<file path="src/source/burst_io_pkg.sv">
// burst_io_pkg
// Shared message encodings, AXI4-Lite codes and widths for the burst I/O
// bridge and its scratchpad device.

`default_nettype none

package burst_io_pkg;

  // burst message types
  typedef enum logic [1:0] {
    e_mem_rd    = 2'b00,
    e_mem_wr    = 2'b01,
    e_mem_uc_rd = 2'b10,
    e_mem_uc_wr = 2'b11
  } mem_msg_e;

  // log2 of the byte count, size_8 is not handled by the bridge
  typedef enum logic [2:0] {
    e_size_1 = 3'b000,
    e_size_2 = 3'b001,
    e_size_4 = 3'b010,
    e_size_8 = 3'b011
  } mem_size_e;

  typedef enum logic [1:0] {
    e_axi_resp_okay   = 2'b00,
    e_axi_resp_exokay = 2'b01,
    e_axi_resp_slverr = 2'b10,
    e_axi_resp_decerr = 2'b11
  } axi_resp_e;

  // bit 0 privileged, bit 1 non-secure, bit 2 instruction
  typedef enum logic [2:0] {
    e_axi_prot_dsn = 3'b000,
    e_axi_prot_dsp = 3'b001,
    e_axi_prot_dnn = 3'b010,
    e_axi_prot_isn = 3'b100
  } axi_prot_e;

  localparam int paddr_width     = 32;
  localparam int io_data_width   = 64;
  localparam int axil_data_width = 32;
  localparam int axil_strb_width = axil_data_width / 8;
  localparam int axil_addr_width = 32;

  // scratchpad depth in 32-bit words
  localparam int scratch_words     = 256;
  localparam int scratch_idx_width = $clog2(scratch_words);

endpackage

`default_nettype wire
</file>
<file path="src/source/burst_to_axil.sv">
// burst_to_axil
// Minimal AXI4-Lite manager behind a burst command/response port.
// Holds one command header at a time and walks the AXI address, data and
// response channels for a single-beat read or write of 1, 2 or 4 bytes.

`timescale 1ns/1ps
`default_nettype none

module burst_to_axil (
  input  logic                                        clk_i,
  input  logic                                        reset_i,

  // burst command
  input  logic                                        cmd_header_v_i,
  output logic                                        cmd_header_ready_o,
  input  burst_io_pkg::mem_msg_e                      cmd_type_i,
  input  burst_io_pkg::mem_size_e                     cmd_size_i,
  input  logic [burst_io_pkg::paddr_width-1:0]        cmd_addr_i,
  input  logic                                        cmd_has_data_i,
  input  logic                                        cmd_data_v_i,
  output logic                                        cmd_data_ready_o,
  input  logic [burst_io_pkg::io_data_width-1:0]      cmd_data_i,
  input  logic                                        cmd_last_i,

  // burst response
  output logic                                        resp_header_v_o,
  input  logic                                        resp_header_ready_i,
  output burst_io_pkg::mem_msg_e                      resp_type_o,
  output burst_io_pkg::mem_size_e                     resp_size_o,
  output logic [burst_io_pkg::paddr_width-1:0]        resp_addr_o,
  output logic                                        resp_has_data_o,
  output logic                                        resp_data_v_o,
  input  logic                                        resp_data_ready_i,
  output logic [burst_io_pkg::io_data_width-1:0]      resp_data_o,
  output logic                                        resp_last_o,

  // AXI4-Lite manager
  output logic [burst_io_pkg::axil_addr_width-1:0]    m_axil_awaddr_o,
  output burst_io_pkg::axi_prot_e                     m_axil_awprot_o,
  output logic                                        m_axil_awvalid_o,
  input  logic                                        m_axil_awready_i,
  output logic [burst_io_pkg::axil_data_width-1:0]    m_axil_wdata_o,
  output logic [burst_io_pkg::axil_strb_width-1:0]    m_axil_wstrb_o,
  output logic                                        m_axil_wvalid_o,
  input  logic                                        m_axil_wready_i,
  input  burst_io_pkg::axi_resp_e                     m_axil_bresp_i,
  input  logic                                        m_axil_bvalid_i,
  output logic                                        m_axil_bready_o,
  output logic [burst_io_pkg::axil_addr_width-1:0]    m_axil_araddr_o,
  output burst_io_pkg::axi_prot_e                     m_axil_arprot_o,
  output logic                                        m_axil_arvalid_o,
  input  logic                                        m_axil_arready_i,
  input  logic [burst_io_pkg::axil_data_width-1:0]    m_axil_rdata_i,
  input  burst_io_pkg::axi_resp_e                     m_axil_rresp_i,
  input  logic                                        m_axil_rvalid_i,
  output logic                                        m_axil_rready_o
);

  typedef enum logic [2:0] {
    e_ready,
    e_read_addr,
    e_read_header,
    e_read_data,
    e_write_addr_and_data,
    e_write_addr,
    e_write_data,
    e_write_resp
  } state_e;

  state_e state_r;
  state_e state_n;

  // held command header
  burst_io_pkg::mem_msg_e                  type_r;
  burst_io_pkg::mem_size_e                 size_r;
  logic [burst_io_pkg::paddr_width-1:0]    addr_r;
  logic                                    has_data_r;
  logic [burst_io_pkg::axil_strb_width-1:0] size_mask;

  always_ff @(posedge clk_i) begin
    if (cmd_header_v_i & cmd_header_ready_o) begin
      type_r     <= cmd_type_i;
      size_r     <= cmd_size_i;
      addr_r     <= cmd_addr_i;
      has_data_r <= cmd_has_data_i;
    end
  end

  // response header echoes the command
  assign resp_type_o     = type_r;
  assign resp_size_o     = size_r;
  assign resp_addr_o     = addr_r;
  assign resp_has_data_o = ~has_data_r;
  assign resp_last_o     = 1'b1;

  resp_data_pack resp_pack_i (
    .data_i (m_axil_rdata_i),
    .sel_i  (addr_r[1:0]),
    .size_i (size_r),
    .data_o (resp_data_o)
  );

  always_comb begin
    case (size_r)
      burst_io_pkg::e_size_1: size_mask = 4'b0001;
      burst_io_pkg::e_size_2: size_mask = 4'b0011;
      default:                size_mask = 4'b1111;
    endcase
  end

  // address, prot and data are static for the whole command
  assign m_axil_awaddr_o = addr_r[burst_io_pkg::axil_addr_width-1:0];
  assign m_axil_araddr_o = addr_r[burst_io_pkg::axil_addr_width-1:0];
  assign m_axil_awprot_o = burst_io_pkg::e_axi_prot_dsn;
  assign m_axil_arprot_o = burst_io_pkg::e_axi_prot_dsn;
  assign m_axil_wstrb_o  = size_mask << addr_r[1:0];
  // written bytes are replicated, so the low word already has them in lane
  assign m_axil_wdata_o  = cmd_data_i[burst_io_pkg::axil_data_width-1:0];

  always_comb begin
    state_n            = state_r;
    cmd_header_ready_o = 1'b0;
    cmd_data_ready_o   = 1'b0;
    resp_header_v_o    = 1'b0;
    resp_data_v_o      = 1'b0;
    m_axil_awvalid_o   = 1'b0;
    m_axil_wvalid_o    = 1'b0;
    m_axil_bready_o    = 1'b0;
    m_axil_arvalid_o   = 1'b0;
    m_axil_rready_o    = 1'b0;

    case (state_r)
      e_ready: begin
        cmd_header_ready_o = 1'b1;
        if (cmd_header_v_i) begin
          state_n = cmd_has_data_i ? e_write_addr_and_data : e_read_addr;
        end
      end

      // aw and w offered together, either may be taken first
      e_write_addr_and_data: begin
        m_axil_awvalid_o = 1'b1;
        m_axil_wvalid_o  = cmd_data_v_i;
        cmd_data_ready_o = m_axil_wready_i;
        if (m_axil_awready_i & cmd_data_v_i & m_axil_wready_i) begin
          state_n = e_write_resp;
        end else if (m_axil_awready_i) begin
          state_n = e_write_data;
        end else if (cmd_data_v_i & m_axil_wready_i) begin
          state_n = e_write_addr;
        end
      end

      e_write_addr: begin
        m_axil_awvalid_o = 1'b1;
        if (m_axil_awready_i) begin
          state_n = e_write_resp;
        end
      end

      // data beat may still be late here
      e_write_data: begin
        m_axil_wvalid_o  = cmd_data_v_i;
        cmd_data_ready_o = m_axil_wready_i;
        if (cmd_data_v_i & m_axil_wready_i) begin
          state_n = e_write_resp;
        end
      end

      // b and the response header move in the same cycle
      e_write_resp: begin
        m_axil_bready_o = resp_header_ready_i;
        resp_header_v_o = m_axil_bvalid_i;
        if (m_axil_bvalid_i & resp_header_ready_i) begin
          state_n = e_ready;
        end
      end

      e_read_addr: begin
        m_axil_arvalid_o = 1'b1;
        if (m_axil_arready_i) begin
          state_n = e_read_header;
        end
      end

      e_read_header: begin
        resp_header_v_o = 1'b1;
        if (resp_header_ready_i) begin
          state_n = e_read_data;
        end
      end

      e_read_data: begin
        m_axil_rready_o = resp_data_ready_i;
        resp_data_v_o   = m_axil_rvalid_i;
        if (m_axil_rvalid_i & resp_data_ready_i) begin
          state_n = e_ready;
        end
      end

      default: begin
        state_n = e_ready;
      end
    endcase
  end

  always_ff @(posedge clk_i) begin
    if (reset_i) begin
      state_r <= e_ready;
    end else begin
      state_r <= state_n;
    end
  end

endmodule

`default_nettype wire

</file>
<file path="src/source/resp_data_pack.sv">
// resp_data_pack
// Picks the addressed bytes out of an AXI4-Lite read word and repeats
// them across the whole burst response data word.

`timescale 1ns/1ps
`default_nettype none

module resp_data_pack (
  input  logic [burst_io_pkg::axil_data_width-1:0] data_i,
  input  logic [1:0]                               sel_i,
  input  burst_io_pkg::mem_size_e                  size_i,
  output logic [burst_io_pkg::io_data_width-1:0]   data_o
);

  logic [burst_io_pkg::axil_data_width-1:0] shifted;

  // byte offset to bit shift
  assign shifted = data_i >> {sel_i, 3'b000};

  always_comb begin
    case (size_i)
      burst_io_pkg::e_size_1: begin
        data_o = {(burst_io_pkg::io_data_width / 8){shifted[7:0]}};
      end
      burst_io_pkg::e_size_2: begin
        data_o = {(burst_io_pkg::io_data_width / 16){shifted[15:0]}};
      end
      default: begin
        // full word, also covers the unsupported 8-byte case
        data_o = {(burst_io_pkg::io_data_width / burst_io_pkg::axil_data_width){shifted}};
      end
    endcase
  end

endmodule

`default_nettype wire

</file>
<file path="config.mk">
export PLATFORM = sky130hd
export DESIGN_NAME = burst_to_axil
export DESIGN_NICKNAME = d
export VERILOG_FILES = /design/src/source/burst_io_pkg.sv /design/src/source/burst_to_axil.sv /design/src/source/resp_data_pack.sv
export SDC_FILE = /design/constraint.sdc
export NUM_CORES = 1
export LEC_CHECK = 0
export ABC_AREA = 1
export BUFFER_PORTS_ARGS = -buffer_cell sky130_fd_sc_hd__buf_2
export CAP_MARGIN = 20
export CORE_AREA = 8 8 137 139
export CTS_CLUSTER_DIAMETER = 150
export DETAILED_ROUTE_END_ITERATION = 6
export DIE_AREA = 0 0 145 147
export GPL_ROUTABILITY_DRIVEN = 0
export PLACE_DENSITY = 0.61
export RECOVER_POWER = 50
export SYNTH_ARGS = -nofsm -noshare
export SYNTH_HDL_FRONTEND = slang
export SYNTH_HIERARCHICAL = 1
export SYNTH_SLANG_ARGS = --single-unit
</file>
<file path="constraint.sdc">
create_clock -name clk_i -period 6.6 [get_ports clk_i]
set_input_delay 0.66 -clock clk_i [delete_from_list [all_inputs] [get_ports clk_i]]
set_output_delay 0.66 -clock clk_i [all_outputs]
set_load 0.1 [all_outputs]
</file>
==> impl_metrics.yaml <==
critical_path:
  start_kind: "flop"
  path_class: "reg2out"
  cp.required_ns: 5.94
  crit_path_end_kind: "output pin"
  arrival_ns: 2.48
  cp_max_fo: 36
die:
  fp.coreArea_um2: 16800
  io_pins: 368
  chipHeight_um: 147
  die_x_um: 145
  dieArea_um2: 21300
  rows: 48
  start_util_pct: 22.6
synth:
  synth-seq-area-share_pct: 31.7
  syn_area_per_cell_um2: 8.30
  synth_cells: 457
  syn_area_um2: 3790
  yosysUniqueCellTypes: 30
  ys_seq_elements: 41
  yosys_warnings: 6
routing:
  dr.pass1.iters: 5
  drt_iter0_drc: 74
  viasPerCell: 4.10
  drt_wl_total_um: 12200
  vias: 3329
  wl_per_cell_um: 15.0
  ant_nets: 0
  drc: 0
final_layout:
  fin_nets: 735
  drive_gt1_share_pct: 43.7
  nFillCells: 1877
  diodes: 0
  final_cell_mix: "buf_2, nand2_1, clkbuf_1"
  final_common_cell: "buf_2"
  synthToLayoutAreaGrowth_pct: 14.6
clock_network:
  cts_tree: "yes"
  path_clk_slew_ns: 0.07
  cts_hold_buf: 0
  cts_setup_buffers: 0
  tritoncts.num_buffers: 5
  cts.sinks: 41
  htreeDepth: 2
  clk_latency_ns: 0.29
  root_buffer: "clkbuf_16"
  cts.path.max_buffers: 2
  cts.repair.resized: 0
global_routing:
  grt_usage_pct: 10.9
  grt_overflow: 0
  grt_pass1_wl_um: 19100
  grt_max_degree: 37
  antenna_found_initial: 1
  grt_pass1_vias: 3559
timing:
  fmax_mhz: 318
  period_needed_ns: 3.14
  tns_ns: 0
  finalCritPeriodShare_pct: 47.6
  fin_skew_ns: 0.00708
  tightestPinTransition_ns: 1.26
  slew_headroom_pct: 16.6
  rsz0062_at_grt: "false"
  slew_violations: 0
  setup_viol: 0
  timing.final.hold_violations: 0
status:
  status: "completed"
hold_path:
  worstHoldPathType: "in2reg"
placed_design:
  port-buffer-count: 259
  hpwlAfterDp_um: 10200
flow_run:
  max_cap_viol_count: 0
## routing by layer
metal	GRT usage (%)	part of all wire, %	routed length, µm
met5	0	0.11	13
met4	4.31	2.5	301
met3	5.88	13	1590
met2	17.9	45	5490
met1	11.7	39	4780
## stage by stage
stage	hold slack [ns]	cells	worst slack (ns)	cell area, µm²	utilization (%)
floorplan	0.565	462	2.54	3810	-
global placement	0.608	802	3.75	4270	25.5
detailed placement	0.625	803	3.74	4300	25.7
CTS	0.530	811	3.41	4450	26.5
global route	0.530	811	3.26	4350	25.9
finish	0.542	811	3.46	4350	25.9
## critical path, stage by stage, from the launching register on
cell and delay, ns:
edfxtp_1 0.37, buf_4 0.27, inv_2 0.51, nand2_1 0.15
nand3_1 0.15, nand3_2 0.10, nand3_1 0.16, buf_2 0.46
## layout make-up
| type | instances | area [µm²] | share of cell area [%] |
|---|---|---|---|
| clock buffer | 6 | 129 | 2.97 |
| clock inverter | 2 | 15.0 | 0.346 |
| inverter | 28 | 118 | 2.71 |
| multi-input combinational | 247 | 1360 | 31.2 |
| sequential | 41 | 1200 | 27.6 |
| tap | 225 | 282 | 6.48 |
| timing repair buffer | 262 | 1250 | 28.7 |
## Yosys cell counts
| cell type | instances | area share [%] |
|---|---|---|
| a21oi_1 | 3 | 0.40 |
| conb_1 | 2 | 0.20 |
| nand2_4 | 3 | 0.89 |
| and2_0 | 1 | 0.17 |
| and2_1 | 15 | 2.5 |
| buf_12 | 1 | 0.53 |
| nand2_1 | 79 | 7.8 |
| buf_6 | 6 | 1.8 |
| inv_6 | 2 | 0.46 |
| buf_4 | 138 | 27 |
| or2_2 | 1 | 0.17 |
| nor2_8 | 2 | 1.1 |
| nor2_1 | 14 | 1.4 |
| nor3_1 | 3 | 0.40 |
| nand3_2 | 20 | 5.3 |
| dfxtp_1 | 3 | 1.6 |
| nor2_4 | 5 | 1.5 |
| nand4_1 | 1 | 0.17 |
| edfxtp_1 | 38 | 30 |
| o21ai_0 | 1 | 0.13 |
| o21ai_2 | 4 | 0.92 |
| inv_2 | 5 | 0.49 |
| inv_4 | 1 | 0.17 |
| a22o_1 | 1 | 0.23 |
| clkbuf_8 | 1 | 0.36 |
| o21ai_1 | 8 | 1.1 |
| nor2_2 | 3 | 0.49 |
| inv_1 | 20 | 2.0 |
| nand3_1 | 61 | 8.1 |
| nand2_2 | 15 | 2.5 |
## registers in the layout, indices dropped and copies added, names as in the netlist
register and flops:
resp_type_o 2, state_r 3, m_axil_araddr_o 32, resp_size_o 3, has_data_r 1
## final timing paths
check	startpoint	end	slack [ns]	cells past startpoint
worst max-delay path	m_axil_araddr_o[0]	resp_data_o[60]	3.46	7
worst min-delay path	cmd_type_i[0]	resp_type_o[0]	0.54	1
worst max register to register	state_r[2]	m_axil_araddr_o[28]	4.65	4
worst min register to register	state_r[1]	state_r[1]	0.63	2
## logic make-up (layout without fill, tap and decap cells)
group	Yosys count	in the layout	synth area share (%)
AO/OA/AOI/OAI	17	17	2.74
buffers and inverters	174	298	33.1
flip-flops	41	41	31.7
other	2	7	0.198
AND/OR/NAND/NOR	223	223	32.3
Power is not shown: default switching activity piles up to over one toggle a cycle in this logic, so the estimate is an artifact.
